==> src/logic/padctl_defines.svh <==
`ifndef PADCTL_DEFINES_SVH
`define PADCTL_DEFINES_SVH

// Pad counts and word widths
`define PADCTL_NUM_PADS    8
`define PADCTL_CHAIN_PADS  4
`define PADCTL_CTRL_BITS   13
`define PADCTL_PWR_BITS    2

// Upper 24 address bits and register offsets
`define PADCTL_BASE_ADR    24'h230000
`define PADCTL_XFER_OFS    8'h00
`define PADCTL_PWR_OFS     8'h04
`define PADCTL_IODATA_OFS  8'h08
`define PADCTL_IOCFG_OFS   8'h20

// Fields inside a pad word and its reset values
`define PADCTL_OEB_BIT     1
`define PADCTL_INPDIS_BIT  3
`define PADCTL_DEF_BIDIR   13'h1803
`define PADCTL_DEF_INPUT   13'h0403

`endif

==> src/logic/padctl_pkg.sv <==
`default_nettype none
`include "padctl_defines.svh"

package padctl_pkg;

    typedef logic [`PADCTL_CTRL_BITS-1:0] pad_ctrl_t;
    typedef logic [`PADCTL_NUM_PADS-1:0] pad_vec_t;
    typedef logic [`PADCTL_PWR_BITS-1:0] pwr_vec_t;
    typedef pad_ctrl_t [`PADCTL_NUM_PADS-1:0] pad_cfg_arr_t;
    typedef logic [31:0] bus_word_t;

    typedef struct packed {
        bus_word_t   adr;
        bus_word_t   dat;
        logic [3:0]  sel;
        logic        we;
        logic        cyc;
        logic        stb;
    } wb_req_t;

    typedef struct packed {
        bus_word_t   dat;
        logic        ack;
    } wb_rsp_t;

    typedef struct packed {
        logic        clock;
        logic        resetn;
        logic        data_1;
        logic        data_2;
    } serial_bus_t;

    typedef enum logic [1:0] {
        LDR_IDLE,
        LDR_START,
        LDR_XBYTE,
        LDR_LOAD
    } loader_state_e;

    // Two pads at each end of the bank come up bidirectional
    function automatic pad_ctrl_t pad_default(input int idx);
        if ((idx < 2) || (idx >= `PADCTL_NUM_PADS - 2)) begin
            return `PADCTL_DEF_BIDIR;
        end
        return `PADCTL_DEF_INPUT;
    endfunction

endpackage

`default_nettype wire

==> src/logic/pad_cfg_cell.sv <==
`timescale 1ns/1ps
`default_nettype none
`include "padctl_defines.svh"

module pad_cfg_cell #(
    parameter padctl_pkg::pad_ctrl_t DEFAULT_CFG = `PADCTL_DEF_INPUT
) (
    input  wire                   clk,
    input  wire                   resetn,
    input  wire                   serial_clock_i,
    input  wire                   serial_load_n_i,
    input  wire                   shift_in_i,
    output logic                  shift_out_o,
    output padctl_pkg::pad_ctrl_t cfg_o
);

    logic                   clock_q;
    logic                   load_n_q;
    logic                   clock_rise;
    logic                   load_fall;
    padctl_pkg::pad_ctrl_t  stage_q;

    // Serial bus edges seen in the clk domain
    assign clock_rise = serial_clock_i & ~clock_q;
    assign load_fall  = ~serial_load_n_i & load_n_q;

    // Low after reset so the loader's held-low load is not taken as an edge
    always_ff @(posedge clk or negedge resetn) begin
        if (!resetn) begin
            clock_q  <= 1'b0;
            load_n_q <= 1'b0;
        end else begin
            clock_q  <= serial_clock_i;
            load_n_q <= serial_load_n_i;
        end
    end

    always_ff @(posedge clk) begin
        if (clock_rise) begin
            stage_q <= {stage_q[`PADCTL_CTRL_BITS-2:0], shift_in_i};
        end
    end

    always_ff @(posedge clk or negedge resetn) begin
        if (!resetn) begin
            cfg_o <= DEFAULT_CFG;
        end else if (load_fall) begin
            cfg_o <= stage_q;
        end
    end

    assign shift_out_o = stage_q[`PADCTL_CTRL_BITS-1];

endmodule

`default_nettype wire

==> src/logic/pad_serial_loader.sv <==
`timescale 1ns/1ps
`default_nettype none
`include "padctl_defines.svh"

module pad_serial_loader (
    input  wire                           clk,
    input  wire                           resetn,
    input  wire padctl_pkg::pad_cfg_arr_t pad_cfg_i,
    input  wire                           xfer_start_i,
    output logic                          busy_o,
    output padctl_pkg::serial_bus_t       serial_o
);

    localparam int IDX_W = $clog2(`PADCTL_NUM_PADS);
    localparam int CNT_W = $clog2(`PADCTL_CTRL_BITS);
    localparam logic [IDX_W-1:0] CHAIN1_FIRST = IDX_W'(`PADCTL_CHAIN_PADS - 1);
    localparam logic [IDX_W-1:0] CHAIN2_FIRST = IDX_W'(`PADCTL_CHAIN_PADS);
    localparam logic [CNT_W-1:0] LAST_BIT = CNT_W'(`PADCTL_CTRL_BITS - 1);

    padctl_pkg::loader_state_e  state_q;
    logic [CNT_W-1:0]           xfer_count;
    logic [IDX_W-1:0]           pad_count_1;
    logic [IDX_W-1:0]           pad_count_2;
    logic                       serial_clock_q;
    logic                       serial_resetn_q;
    padctl_pkg::pad_ctrl_t      staging_1;
    padctl_pkg::pad_ctrl_t      staging_2;

    always_ff @(posedge clk or negedge resetn) begin
        if (!resetn) begin
            state_q         <= padctl_pkg::LDR_IDLE;
            xfer_count      <= '0;
            pad_count_1     <= CHAIN1_FIRST;
            pad_count_2     <= CHAIN2_FIRST;
            serial_clock_q  <= 1'b0;
            serial_resetn_q <= 1'b0;
            staging_1       <= '0;
            staging_2       <= '0;
        end else begin
            case (state_q)
                padctl_pkg::LDR_IDLE: begin
                    pad_count_1     <= CHAIN1_FIRST;
                    pad_count_2     <= CHAIN2_FIRST;
                    serial_clock_q  <= 1'b0;
                    serial_resetn_q <= 1'b1;
                    if (xfer_start_i) begin
                        state_q <= padctl_pkg::LDR_START;
                    end
                end
                padctl_pkg::LDR_START: begin
                    serial_clock_q <= 1'b0;
                    xfer_count     <= '0;
                    staging_1      <= pad_cfg_i[pad_count_1];
                    staging_2      <= pad_cfg_i[pad_count_2];
                    state_q        <= padctl_pkg::LDR_XBYTE;
                end
                padctl_pkg::LDR_XBYTE: begin
                    if (!serial_clock_q) begin
                        serial_clock_q <= 1'b1;
                    end else begin
                        // Next bit goes out on the falling half
                        staging_1 <= {staging_1[`PADCTL_CTRL_BITS-2:0], 1'b0};
                        staging_2 <= {staging_2[`PADCTL_CTRL_BITS-2:0], 1'b0};
                        if (xfer_count == LAST_BIT) begin
                            xfer_count <= '0;
                            if (pad_count_1 == '0) begin
                                // Clock stays high into the load sequence
                                state_q <= padctl_pkg::LDR_LOAD;
                            end else begin
                                serial_clock_q <= 1'b0;
                                pad_count_1    <= pad_count_1 - 1'b1;
                                pad_count_2    <= pad_count_2 + 1'b1;
                                state_q        <= padctl_pkg::LDR_START;
                            end
                        end else begin
                            serial_clock_q <= 1'b0;
                            xfer_count     <= xfer_count + 1'b1;
                        end
                    end
                end
                padctl_pkg::LDR_LOAD: begin
                    xfer_count <= xfer_count + 1'b1;
                    case (xfer_count)
                        CNT_W'(0): begin
                            serial_clock_q  <= 1'b1;
                            serial_resetn_q <= 1'b1;
                        end
                        // Load pulse while the clock is held high
                        CNT_W'(1): serial_resetn_q <= 1'b0;
                        CNT_W'(2): serial_resetn_q <= 1'b1;
                        default: begin
                            serial_clock_q <= 1'b0;
                            state_q        <= padctl_pkg::LDR_IDLE;
                        end
                    endcase
                end
                default: state_q <= padctl_pkg::LDR_IDLE;
            endcase
        end
    end

    assign busy_o = (state_q != padctl_pkg::LDR_IDLE);

    always_comb begin
        serial_o.clock  = serial_clock_q;
        serial_o.resetn = serial_resetn_q;
        serial_o.data_1 = staging_1[`PADCTL_CTRL_BITS-1];
        serial_o.data_2 = staging_2[`PADCTL_CTRL_BITS-1];
    end

endmodule

`default_nettype wire

==> src/logic/padctl_top.sv <==
`timescale 1ns/1ps
`default_nettype none
`include "padctl_defines.svh"

module padctl_top (
    input  wire                           clk,
    input  wire                           resetn,
    input  wire padctl_pkg::wb_req_t      wb_req_i,
    output wire padctl_pkg::wb_rsp_t      wb_rsp_o,
    input  wire padctl_pkg::pad_vec_t     gpio_in_i,
    output padctl_pkg::pad_vec_t          gpio_out_o,
    output padctl_pkg::pad_vec_t          gpio_oe_o,
    output wire padctl_pkg::pwr_vec_t     pwr_ctrl_o,
    output logic [3:0]                    oenb_state_o,
    output wire padctl_pkg::pad_cfg_arr_t pad_cfg_o,
    output wire padctl_pkg::serial_bus_t  serial_o
);

    wire padctl_pkg::pad_cfg_arr_t  reg_cfg;
    wire padctl_pkg::pad_vec_t      gpio_data;
    wire padctl_pkg::pad_vec_t      chain_out;
    wire                            xfer_start;
    wire                            busy;

    padctl_wb_regs u_regs (
        .clk          (clk),
        .resetn       (resetn),
        .wb_req_i     (wb_req_i),
        .wb_rsp_o     (wb_rsp_o),
        .gpio_in_i    (gpio_in_i),
        .busy_i       (busy),
        .pad_cfg_o    (reg_cfg),
        .gpio_data_o  (gpio_data),
        .pwr_ctrl_o   (pwr_ctrl_o),
        .xfer_start_o (xfer_start)
    );

    pad_serial_loader u_loader (
        .clk          (clk),
        .resetn       (resetn),
        .pad_cfg_i    (reg_cfg),
        .xfer_start_i (xfer_start),
        .busy_o       (busy),
        .serial_o     (serial_o)
    );

    // Chain 1 runs pad 0 up to pad 3, chain 2 runs pad 7 down to pad 4
    for (genvar i = 0; i < `PADCTL_NUM_PADS; i++) begin : g_cell
        logic shift_in;

        if (i == 0) begin : g_head_1
            assign shift_in = serial_o.data_1;
        end else if (i < `PADCTL_CHAIN_PADS) begin : g_link_1
            assign shift_in = chain_out[i-1];
        end else if (i == `PADCTL_NUM_PADS - 1) begin : g_head_2
            assign shift_in = serial_o.data_2;
        end else begin : g_link_2
            assign shift_in = chain_out[i+1];
        end

        pad_cfg_cell #(
            .DEFAULT_CFG (padctl_pkg::pad_default(i))
        ) u_cell (
            .clk             (clk),
            .resetn          (resetn),
            .serial_clock_i  (serial_o.clock),
            .serial_load_n_i (serial_o.resetn),
            .shift_in_i      (shift_in),
            .shift_out_o     (chain_out[i]),
            .cfg_o           (pad_cfg_o[i])
        );
    end

    // Management drives a pad only when its input is disabled
    always_comb begin
        for (int i = 0; i < `PADCTL_NUM_PADS; i++) begin
            gpio_oe_o[i] = reg_cfg[i][`PADCTL_INPDIS_BIT];
        end
    end

    assign gpio_out_o = gpio_data & gpio_oe_o;

    assign oenb_state_o = {pad_cfg_o[`PADCTL_NUM_PADS-1][`PADCTL_OEB_BIT],
                           pad_cfg_o[`PADCTL_NUM_PADS-2][`PADCTL_OEB_BIT],
                           pad_cfg_o[1][`PADCTL_OEB_BIT],
                           pad_cfg_o[0][`PADCTL_OEB_BIT]};

endmodule

`default_nettype wire

==> src/logic/padctl_wb_regs.sv <==
`timescale 1ns/1ps
`default_nettype none
`include "padctl_defines.svh"

module padctl_wb_regs (
    input  wire                           clk,
    input  wire                           resetn,
    input  wire padctl_pkg::wb_req_t      wb_req_i,
    output padctl_pkg::wb_rsp_t           wb_rsp_o,
    input  wire padctl_pkg::pad_vec_t     gpio_in_i,
    input  wire                           busy_i,
    output padctl_pkg::pad_cfg_arr_t      pad_cfg_o,
    output padctl_pkg::pad_vec_t          gpio_data_o,
    output padctl_pkg::pwr_vec_t          pwr_ctrl_o,
    output logic                          xfer_start_o
);

    logic                      req_hit;
    logic                      req_new;
    logic                      wr_en;
    logic [7:0]                ofs;
    logic                      xfer_sel;
    logic                      pwr_sel;
    logic                      iodata_sel;
    padctl_pkg::pad_vec_t      cfg_sel;
    logic                      selected;
    padctl_pkg::bus_word_t     rdata_pre;
    padctl_pkg::bus_word_t     rdata_q;
    logic                      ack_q;
    padctl_pkg::pad_cfg_arr_t  pad_cfg_q;
    padctl_pkg::pad_vec_t      gpio_data_q;
    padctl_pkg::pwr_vec_t      pwr_q;
    logic                      xfer_start_q;

    // Block select on the upper address bits
    assign req_hit = wb_req_i.cyc & wb_req_i.stb
                   & (wb_req_i.adr[31:8] == `PADCTL_BASE_ADR);

    // Only the first cycle of a request is acted on
    assign req_new = req_hit & ~ack_q;
    assign wr_en   = req_new & wb_req_i.we & wb_req_i.sel[0];

    assign ofs        = wb_req_i.adr[7:0];
    assign xfer_sel   = (ofs == `PADCTL_XFER_OFS);
    assign pwr_sel    = (ofs == `PADCTL_PWR_OFS);
    assign iodata_sel = (ofs == `PADCTL_IODATA_OFS);

    // One config word per pad, four bytes apart
    always_comb begin
        for (int i = 0; i < `PADCTL_NUM_PADS; i++) begin
            cfg_sel[i] = (ofs == 8'(`PADCTL_IOCFG_OFS + 4 * i));
        end
    end

    assign selected = xfer_sel | pwr_sel | iodata_sel | (|cfg_sel);

    // Read word
    always_comb begin
        rdata_pre = '0;
        if (xfer_sel) begin
            rdata_pre = padctl_pkg::bus_word_t'(busy_i);
        end else if (pwr_sel) begin
            rdata_pre = padctl_pkg::bus_word_t'(pwr_q);
        end else if (iodata_sel) begin
            rdata_pre = padctl_pkg::bus_word_t'(gpio_in_i);
        end else begin
            for (int i = 0; i < `PADCTL_NUM_PADS; i++) begin
                if (cfg_sel[i]) begin
                    rdata_pre = padctl_pkg::bus_word_t'(pad_cfg_q[i]);
                end
            end
        end
    end

    // Acknowledge and read data
    always_ff @(posedge clk or negedge resetn) begin
        if (!resetn) begin
            ack_q   <= 1'b0;
            rdata_q <= '0;
        end else begin
            ack_q <= req_new;
            // Undecoded offsets keep the last read word
            if (req_new && selected) begin
                rdata_q <= rdata_pre;
            end
        end
    end

    // Writable registers
    always_ff @(posedge clk or negedge resetn) begin
        if (!resetn) begin
            for (int i = 0; i < `PADCTL_NUM_PADS; i++) begin
                pad_cfg_q[i] <= padctl_pkg::pad_default(i);
            end
            gpio_data_q  <= '0;
            pwr_q        <= '0;
            xfer_start_q <= 1'b0;
        end else begin
            // Transfer bit clears itself after one cycle
            xfer_start_q <= wr_en & xfer_sel & wb_req_i.dat[0];
            if (wr_en && pwr_sel) begin
                pwr_q <= wb_req_i.dat[`PADCTL_PWR_BITS-1:0];
            end
            if (wr_en && iodata_sel) begin
                gpio_data_q <= wb_req_i.dat[`PADCTL_NUM_PADS-1:0];
            end
            for (int i = 0; i < `PADCTL_NUM_PADS; i++) begin
                if (wr_en && cfg_sel[i]) begin
                    pad_cfg_q[i] <= wb_req_i.dat[`PADCTL_CTRL_BITS-1:0];
                end
            end
        end
    end

    always_comb begin
        wb_rsp_o.dat = rdata_q;
        wb_rsp_o.ack = ack_q;
    end

    assign pad_cfg_o    = pad_cfg_q;
    assign gpio_data_o  = gpio_data_q;
    assign pwr_ctrl_o   = pwr_q;
    assign xfer_start_o = xfer_start_q;

endmodule

`default_nettype wire

==> config.mk <==
export PLATFORM = sky130hd
export DESIGN_NAME = padctl_top
export DESIGN_NICKNAME = d
export VERILOG_FILES = /design/src/logic/padctl_pkg.sv /design/src/logic/pad_cfg_cell.sv /design/src/logic/pad_serial_loader.sv /design/src/logic/padctl_top.sv /design/src/logic/padctl_wb_regs.sv
export VERILOG_INCLUDE_DIRS = /design/src /design/src/logic
export SDC_FILE = /design/constraint.sdc
export NUM_CORES = 1
export LEC_CHECK = 0
export BUFFER_PORTS_ARGS = -buffer_cell sky130_fd_sc_hd__buf_2
export CAP_MARGIN = 20
export CORE_MARGIN = 3
export CORE_UTILIZATION = 42
export DETAILED_ROUTE_END_ITERATION = 7
export SLEW_MARGIN = 10
export SYNTH_ARGS = -nofsm -noshare
export SYNTH_HDL_FRONTEND = slang
export SYNTH_SLANG_ARGS = --single-unit
==> constraint.sdc <==
create_clock -name clk -period 7.9 [get_ports clk]
set_clock_uncertainty 0.1 [all_clocks]
set_input_delay 0.79 -clock clk [delete_from_list [all_inputs] [get_ports clk]]
set_output_delay 0.79 -clock clk [all_outputs]
set_load 0.05 [all_outputs]
==> impl_metrics.tcl, run 1 <==
set metrics [dict create \
    status "finished clean" \
    cts_sinks 379 \
    yosysTopAreaCellShare_pct 31.8 \
    worstPathCellList "buf_2 -> nor4bb_1 -> nand2_1 -> nor3_4 -> mux2_2" \
    async_flop_share_pct 72.6 \
    synth-edff-count 104 \
    finalNonFillerCells 1894 \
    grt_pass1_vias 10600 \
    crit_path_start_kind "input port" \
    track_usage_pct 19.2 \
    final_area_um2 19800 \
    routedWlPerCell_um 22.0 \
    final_core_util_pct 49.7 \
    worst_slack_ns 4.14 \
    drtAntennaViolNets 0 \
    p_per_area_nw_per_um2 210 \
    slew_viol_final 0 \
    drc 0 \
    mappedNetlistArea_um2 17000 \
    synthTopCellsByArea "dfrtp_1 32%, edfxtp_1 18%, mux2_2 14%" \
    finalCritPeriodShare_pct 47.6 \
    crit_fanout 24 \
    ys_types 66 \
    syn_area_per_cell_um2 14.6 \
    setup_viol 0 \
    antenna_found_initial 1 \
    nets 1429 \
    tightest_slew_ns 1.18 \
    gp_congestion 0.829 \
    fp.dieArea_um2 42900 \
    synth.largest_area_cell "dfrtp_1" \
    tritoncts "yes" \
    layout_min_cycle_time_ns 3.76 \
    clockRootBuffer "clkbuf_16" \
    ys_seq_elements 379 \
    synth_seq_area_share_pct 59.3 \
    initial_core_util_pct 42.7 \
    p_leak_nw 8.56 \
    drtIter0Drc 731 \
    crit_path_top_delay_cell "nor3_4" \
    post-cts-setup-buffer-count 0 \
    r2r_start "u_regs.ack_q" \
    synth_top_family_by_area "multiplexers" \
    whs_ns 0.204 \
    clock_path_buffers 3 \
    rsz0062_at_grt "no" \
    seqPwrFrac_pct 48.2 \
    p_sw_uw 894 \
    place_inst 1817 \
    cp_slowest_stage_delay_ns 1.06 \
    timing.fmax_mhz 266 \
    cp_top_family "simple AND/OR/NAND/NOR gates" \
    peakVddDrop_mv 0.140 \
    viasPerCell 5.63 \
    worstSkewPairLatency_ns 0.56 \
    clk_pin_slew_ns 0.06 \
    cp-startpoint "wb_req_i[43]" \
    synth_xor_area_share_pct 0.0515 \
    power.internal_mw 3.27 \
    placed_area_um2 18400 \
    cts_resized 0 \
    synth_ff_type "dfrtp_1" \
    drive_gt1_share_pct 45.8 \
    holdBufCountCts 0 \
    worstPathArrival_ns 4.10 \
    combPwrFrac_pct 3.0 \
    grt_max_degree 162 \
    synth_cells 1162 \
    crit_type "in -> reg" \
    slew_headroom_pct 20.9 \
    p_sw_share_pct 21.5 \
    synthMuxAreaShare_pct 24.3 \
    die_h_um 207 \
    hold_violations 0 \
    grt.overflow.total 0 \
    die_w_um 207 \
    p_total_mw 4.16 \
    fin_setup_tns_ns 0 \
    synth_adder_area_share_pct 0.884 \
    routed-via-count 10700 \
    rows 73 \
    io_pins 244 \
    cts_buffers 41 \
    pwr-share-clk_pct 48.8 \
    dp_hpwl_um 26500 \
    critPathBufInv 1 \
    cp.required_ns 8.24 \
    end_kind "flop" \
    min_path_type "in -> async" \
    synth-simple-area-share_pct 4.73 \
    drt_wl_total_um 41700 \
    grt_pass1_wl_um 65500 \
    synth_compound_gate_area_share_pct 7.16 \
    drv_cap 0 \
    port_buffers 202 \
    core_um2 39800 \
    yosysWarnings 0 \
    n_antenna_cell 0 \
    dp_slack_ns 3.62 \
    h-tree-depth 2 \
    area_growth_pct 16.6 \
    dr.pass1.iters 5 \
]
-- power by group through the flow --
stage | sequential [mW] | combinational, mW | clock (mW)
global route | 2.01 | 0.135 | 2.18
finish | 2.01 | 0.123 | 2.03
detailed placement | 2.04 | 0.125 | 0
floorplan | 2.04 | 0.0630 | 0
global placement | 2.04 | 0.124 | 0
CTS | 2.01 | 0.125 | 2.09
-- cell type report --
| cell class | instances | area [um2] |
|---|---|---|
| fillers | 3441 | 20000 |
| flip-flops and latches | 379 | 10100 |
| multi-input cells | 684 | 6420 |
| clock buffers | 63 | 1220 |
| repair buffers | 218 | 1160 |
| well taps | 525 | 657 |
| clock inverters | 13 | 221 |
| inverters | 12 | 45.0 |
-- cells in the final DEF (no fill, tap or decap), types with 9 or more instances in the layout --
master	Yosys	final
dfrtp_1	216	215
mux2_2	207	207
buf_2	11	201
edfxtp_1	104	104
dfstp_2	59	59
mux4_2	56	56
o21ai_0	56	56
clkbuf_16	0	42
nand2_1	39	39
mux2i_1	36	36
nor2_1	34	31
a21oi_1	31	30
a22oi_1	26	26
conb_1	1	19
nor3_1	13	13
buf_4	36	13
ha_1	12	12
clkbuf_1	43	12
inv_1	11	11
mux2_4	10	10
nor2b_1	11	10
nand2b_1	9	9
a31oi_1	9	9
o221ai_1	9	9
clkbuf_8	0	9
-- per-layer routing --
| layer | part of all wire (%) | track usage [%] |
|---|---|---|
| met1 | 45 | 28.2 |
| met2 | 46 | 28.9 |
| met3 | 6.3 | 3.82 |
| met4 | 2.7 | 6.13 |
| met5 | 0.029 | 0 |
-- cell families (layout without fill, tap and decap cells) --
family,count (synthesis),after routing
AND/OR/NAND/NOR,155,155
AO/OA/AOI/OAI,186,186
XOR/XNOR,1,1
adder cells (fa/ha/maj),12,12
other,1,19
buffers and inverters,117,306
multiplexers,311,311
flip-flops,379,379
-- final timing paths --
kind / endpoint / slack [ns] / depth (start not counted)
max: u_regs.pad_cfg_o[69] / 4.14 / 5
min: g_cell[4].u_cell.cfg_o[5] / 0.20 / 1
max reg2reg: u_regs.pad_cfg_o[33] / 4.51 / 5
min reg2reg: g_cell[5].u_cell.stage_q[9] / 0.34 / 0
max in group asynchronous: u_regs.pad_cfg_o[31] / 6.05 / 2
min in group clk: g_cell[5].u_cell.stage_q[9] / 0.34 / 0
-- synth_stat cells, drive strengths merged, types with 4 or more instances --
master / number
nor2b: 11
nand2b: 9
a211oi: 5
buf: 62
a22oi: 26
edfxtp: 104
o41ai: 4
nor3: 16
o31ai: 5
nor2: 35
o21ai: 56
and2: 8
a21oi: 31
nand3: 7
or3: 4
a31oi: 9
ha: 12
mux2i: 36
clkbuf: 43
o221ai: 9
nand2: 39
nor4: 6
mux4: 56
a2bb2oi: 4
o22ai: 6
mux2: 219
o211ai: 4
inv: 11
dfrtp: 216
dfstp: 59
-- registers in the layout (all words and copies together), names as in the netlist, 4 cells and up --
name,count
g_cell.u_cell.cfg_o,104
u_regs.rdata_q,13
u_regs.gpio_data_o,8
g_cell.u_cell.stage_q,104
u_regs.pad_cfg_o,104
u_loader.staging_1,13
u_loader.staging_2,13
u_loader.xfer_count,4
No activity file was read; power rests on OpenSTA's default activity.
==> inputs of run 2 (changes only) <==
Clock period 7.9 ns to 3 ns, I/O delays scaled along.
==> run 2 against run 1 <==
  * Total power increased to 2.6 times the previous value
  * Hold slack got worse by 0.17 ns
  * Critical endpoint is now u_loader.pad_count_1[2]
  * Die area unchanged
  * Sequential share of layout area decreased by 0.77 points
  * Final cell count increased by 2.5%
  * First-iteration DRC count increased by 3.4%
  * Register-to-register slack got worse by 4.2 ns
  * Global-route usage increased by 0.75 points
  * Critical path type is now reg -> reg
  * Sequential cell count unchanged
  * Via count increased by 1.5%
  * Final area increased by 1.5%
  * Largest power group is now registers
  * Combinational power increased to 2.9 times the previous value
==> impl_metrics.tcl, run 2 (synthesis gave the netlist of run 1 again) <==
set metrics [dict create \
    status "finished clean" \
    cp_top_family "simple AND/OR/NAND/NOR gates" \
    clk_pin_slew_ns 0.06 \
    n_antenna_cell 0 \
    routedWlPerCell_um 22.3 \
    nFillCells 3455 \
    fin_setup_tns_ns 0 \
    io_pins 244 \
    die_w_um 207 \
    peakVddDrop_mv 0.324 \
    grt_pass1_wl_um 67800 \
    gp_congestion 0.867 \
    worstPathArrival_ns 3.08 \
    track_usage_pct 20.0 \
    fp.dieArea_um2 42900 \
    timing.fmax_mhz 370 \
    drv_cap 0 \
    cts_sinks 379 \
    tightest_slew_ns 0.753 \
    slew_headroom_pct 49.4 \
    hold_violations 0 \
    dp_hpwl_um 29200 \
    die_h_um 207 \
    worstPathCellList "inv_1 -> ha_1 -> nor2b_1 -> nor4_2 -> nand2_1 -> xor2_1 -> a21oi_1" \
    p_leak_nw 8.72 \
    slew_viol_final 0 \
    antenna_found_initial 0 \
    rsz0062_at_grt "no" \
    core_um2 39800 \
    crit_path_top_delay_cell "dfstp_2" \
    setup_viol 0 \
    crit_type "reg -> reg" \
    drc 0 \
    post-cts-setup-buffer-count 0 \
    drt_wl_total_um 43300 \
    routed-via-count 10800 \
    finalCritPeriodShare_pct 90.1 \
    layout_commonest_cell "dfrtp_1" \
    final_core_util_pct 50.5 \
    placed_area_um2 18700 \
    drtAntennaViolNets 0 \
    area_growth_pct 18.4 \
    cts_buffers 41 \
    port_buffers 202 \
    min_path_type "in -> reg" \
    rows 73 \
    initial_core_util_pct 42.7 \
    h-tree-depth 2 \
    crit_path_start_kind "flop" \
    critPathBufInv 1 \
    clockRootBuffer "clkbuf_16" \
    dr.pass1.iters 5 \
    drtIter0Drc 756 \
    grt.overflow.total 0 \
    viasPerCell 5.58 \
    final_area_um2 20100 \
    grt_max_degree 105 \
    p_per_area_nw_per_um2 529 \
    drive_gt1_share_pct 46.6 \
    grt_pass1_vias 11000 \
    nets 1477 \
    tritoncts "yes" \
    cp.required_ns 3.38 \
    layout_min_cycle_time_ns 2.70 \
    crit_fanout 14 \
    final_cell_mix "215 x dfrtp_1, 207 x mux2_2, 201 x buf_2" \
    cp_slowest_stage_delay_ns 0.89 \
    worstSkewPairLatency_ns 0.57 \
    end_kind "flop" \
    clock_path_buffers 3 \
]
==> run 2: cell count changes in the layout (fill, tap and decap cells not counted), moves of 2 or more <==
cell and change:
buf_12 +5, buf_4 +34, bufinv_16 -2, clkbuf_1 +2, clkbuf_8 -4, clkinv_2 +3
dlygate4sd3_1 +10, nor2_1 +2, nor2_2 -2, nor3_2 +3, nor3_4 -3
==> run 2: worst register-to-register path, cell delays in order (launching register included) <==
cell,delay [ns]
dfstp_2,0.89
inv_1,0.16
ha_1,0.23
nor2b_1,0.16
nor4_2,0.57
nand2_1,0.18
xor2_1,0.18
a21oi_1,0.15
==> run 2: cell type report <==
class	count	area [um2]	area share, %
clock buffers	60	1150	5.70
repair buffers	266	1610	8.00
inverters	12	45.0	0.224
clock inverters	15	173	0.858
flip-flops and latches	379	10100	50.1
well taps	525	657	3.27
multi-input cells	684	6400	31.8
==> run 2: final timing paths <==
kind / from / endpoint / slack (ns) / cells after the start
max in group asynchronous: resetn / g_cell[1].u_cell.cfg_o[11] / 1.81 / 3
worst max register to register: u_loader.pad_count_1[0] / u_loader.pad_count_1[2] / 0.30 / 7
worst max-delay path: u_loader.pad_count_1[0] / u_loader.pad_count_1[2] / 0.30 / 7
worst min register to register: g_cell[3].u_cell.stage_q[5] / g_cell[3].u_cell.stage_q[6] / 0.34 / 0
min in group asynchronous: resetn / g_cell[6].u_cell.cfg_o[8] / 0.15 / 2
worst min-delay path: wb_req_i[13] / u_regs.pad_cfg_o[32] / 0.03 / 2
==> run 2: what timing repair did <==
| item | 4_1_cts | 5_1_grt |
|---|---|---|
| endpoints found under the setup margin | 0 | 0 |
| hold buffers | 10 | 0 |
| resized for setup | 0 | 0 |
| endpoints found under the hold margin | 159 | 0 |
==> run 2: layer usage <==
| layer | vias to the layer above | GRT usage (%) | part of all wire (%) |
|---|---|---|---|
| met5 | - | 0 | 0 |
| met2 | 388 | 30.6 | 46 |
| met3 | 63 | 4.04 | 6.8 |
| met1 | 5592 | 29.1 | 45 |
| met4 | 0 | 5.57 | 2.1 |
| li1 | 4784 | - | - |
==> run 2: power breakdown <==
| group | internal (mW) | leakage (nW) | total [mW] | switching [mW] |
|---|---|---|---|---|
| sequential | 5.29 | 4.20 | 5.29 | 0.00000000813 |
| combinational | 0.0934 | 3.87 | 0.359 | 0.266 |
| clock | 2.93 | 0.646 | 5.00 | 2.07 |
==> run 2: metrics by stage <==
stage	cells	power [mW]	hold slack, ns	worst slack, ns
global placement	1855	5.73	0.139	0.285
floorplan	1180	5.55	-0.0956	0.251
detailed placement	1855	5.73	0.138	0.245
global route	1941	11.0	0.0320	0.149
CTS	1940	10.8	0.00332	0.335
finish	1941	10.6	0.0337	0.298
==> inputs of run 3 (changes only) <==
==> constraint.sdc (replaced) <==
create_clock -name clk -period 3 [get_ports clk]
set_clock_uncertainty 0.1 [all_clocks]
set_input_delay 0.6 -clock clk [delete_from_list [all_inputs] [get_ports clk]]
set_output_delay 0.6 -clock clk [all_outputs]
set_load 0.05 [all_outputs]
==> run 3 against run 2 <==
  * Final area is 0.47% higher
  * Routed wire length is 0.53% lower
  * Utilization is 0.24 points higher
  * Largest cell class unchanged
  * Die area stayed put
  * Total power is 2.0% higher
  * Fmax is 6.1% higher
  * Critical path type unchanged
  * Worst setup slack better by 0.15 ns
  * Register-to-register slack better by 0.15 ns
  * Sequential power hardly changed
  * First-iteration DRC count is 8.9% higher
  * Hold slack better by 0.24 ns
  * Sequential share of layout area is 0.23 points lower
==> impl_metrics.tcl, run 3 (synthesis gave the netlist of run 1 again) <==
set metrics [dict create \
    final_area_um2 20200 \
    min_path_type "in -> reg" \
    multi_input_area_um2 6400 \
    placed_area_um2 18800 \
    worstSkewPairLatency_ns 0.57 \
    grt_pass1_vias 10800 \
    fp.dieArea_um2 42900 \
    die_w_um 207 \
    nets 1475 \
    grt.overflow.total 0 \
    viasPerCell 5.56 \
    initial_core_util_pct 42.7 \
    worstPathArrival_ns 2.94 \
    clk_pin_slew_ns 0.06 \
    cts_resized 0 \
    clock_path_buffers 3 \
    cp.required_ns 3.39 \
    reg2reg_depth 7 \
    rows 73 \
    rsz0062_at_grt "no" \
    peakVddDrop_mv 0.330 \
    port_buffers 202 \
    gp_congestion 0.907 \
    core_um2 39800 \
    p_total_mw 10.9 \
    drc 0 \
    drt_wl_total_um 43100 \
    tightest_slew_ns 0.743 \
    cp-startpoint "u_loader.pad_count_1[0]" \
    layout_commonest_cell "dfrtp_1" \
    slew_viol_final 0 \
    grt_pass1_wl_um 66400 \
    finalCritPeriodShare_pct 84.9 \
    track_usage_pct 19.7 \
    routedWlPerCell_um 22.2 \
    h-tree-depth 2 \
    cts_sinks 379 \
    area_growth_pct 18.9 \
    io_pins 244 \
    fin_setup_tns_ns 0 \
    r2r_start "u_loader.pad_count_1[0]" \
    drive_gt1_share_pct 47.3 \
    drtAntennaViolNets 0 \
    hp-start "wb_req_i[18]" \
    timing.fmax_mhz 393 \
    crit_type "reg -> reg" \
    end_kind "flop" \
    regArea_um2 10100 \
    crit_fanout 13 \
    tritoncts "yes" \
    hold_violations 0 \
    drv_cap 0 \
    p_leak_nw 8.77 \
    cts_buffers 41 \
    post-cts-setup-buffer-count 0 \
    status "finished clean" \
    crit_path_start_kind "flop" \
    dp_hpwl_um 29200 \
    antenna_found_initial 1 \
    drtIter0Drc 823 \
    hold_path_depth 2 \
    grt_max_degree 105 \
    clockRootBuffer "clkbuf_16" \
    setup_viol 0 \
    nFillCells 3437 \
    routed-via-count 10800 \
    slew_headroom_pct 50.1 \
    layout_min_cycle_time_ns 2.55 \
    dr.pass1.iters 5 \
    die_h_um 207 \
    p_per_area_nw_per_um2 537 \
    final_cell_mix "215 x dfrtp_1, 207 x mux2_2, 201 x buf_2" \
]
-- run 3: through the flow --
| step | hold slack, ns | utilization [%] | instances | setup WS [ns] |
|---|---|---|---|---|
| finish | 0.278 | 50.7 | 1941 | 0.453 |
| global route | 0.278 | 50.7 | 1940 | 0.256 |
| CTS | 0.249 | 50.7 | 1939 | 0.444 |
| detailed placement | 0.327 | 47.2 | 1862 | 0.0327 |
| global placement | 0.322 | 47.2 | 1862 | 0.0162 |
| floorplan | 0.204 | - | 1180 | 0.251 |
-- run 3: layer usage --
| layer | track usage [%] | routed length, um | vias up |
|---|---|---|---|
| met3 | 4.15 | 2700 | 74 |
| li1 | - | - | 4798 |
| met4 | 6.09 | 1080 | 0 |
| met1 | 28.9 | 19900 | 5555 |
| met2 | 29.6 | 19500 | 367 |
| met5 | 0 | 0 | - |
-- run 3: cell type report --
type                       count  share of cell area (%)
timing repair buffer         264                    8.02
sequential                   379                    49.9
inverter                      12                   0.223
antenna                        1                  0.0124
clock inverter                14                    1.00
clock buffer                  62                    5.92
multi-input combinational    684                    31.7
tap                          525                    3.25
-- run 3: final timing paths --
kind	slack, ns	to
hold reg to reg	0.34	g_cell[0].u_cell.stage_q[2]
setup / recovery	0.45	u_loader.pad_count_1[1]
min in group asynchronous	0.47	g_cell[6].u_cell.cfg_o[4]
setup reg to reg	0.45	u_loader.pad_count_1[1]
hold / removal	0.28	u_regs.pad_cfg_o[50]
max in group asynchronous	1.45	u_regs.pad_cfg_o[40]
-- run 3: where the power goes --
part	internal (mW)	switching [mW]
clock network	3.12	2.09
registers	5.29	0.00000000800
logic	0.0899	0.265
total	8.50	2.36
-- run 3: what timing repair did --
action	in CTS	in global routing
hold buffers	1	0
endpoints found under the setup margin	0	0
endpoints found under the hold margin	36	0
-- run 3: worst max-delay path, stage by stage, from the launching register on --
cell and delay, ns:
dfstp_2 0.85, inv_1 0.13, ha_1 0.22, nor2b_1 0.17, nor4_2 0.57, nand2b_1 0.24
nor2_1 0.05, a31oi_1 0.16
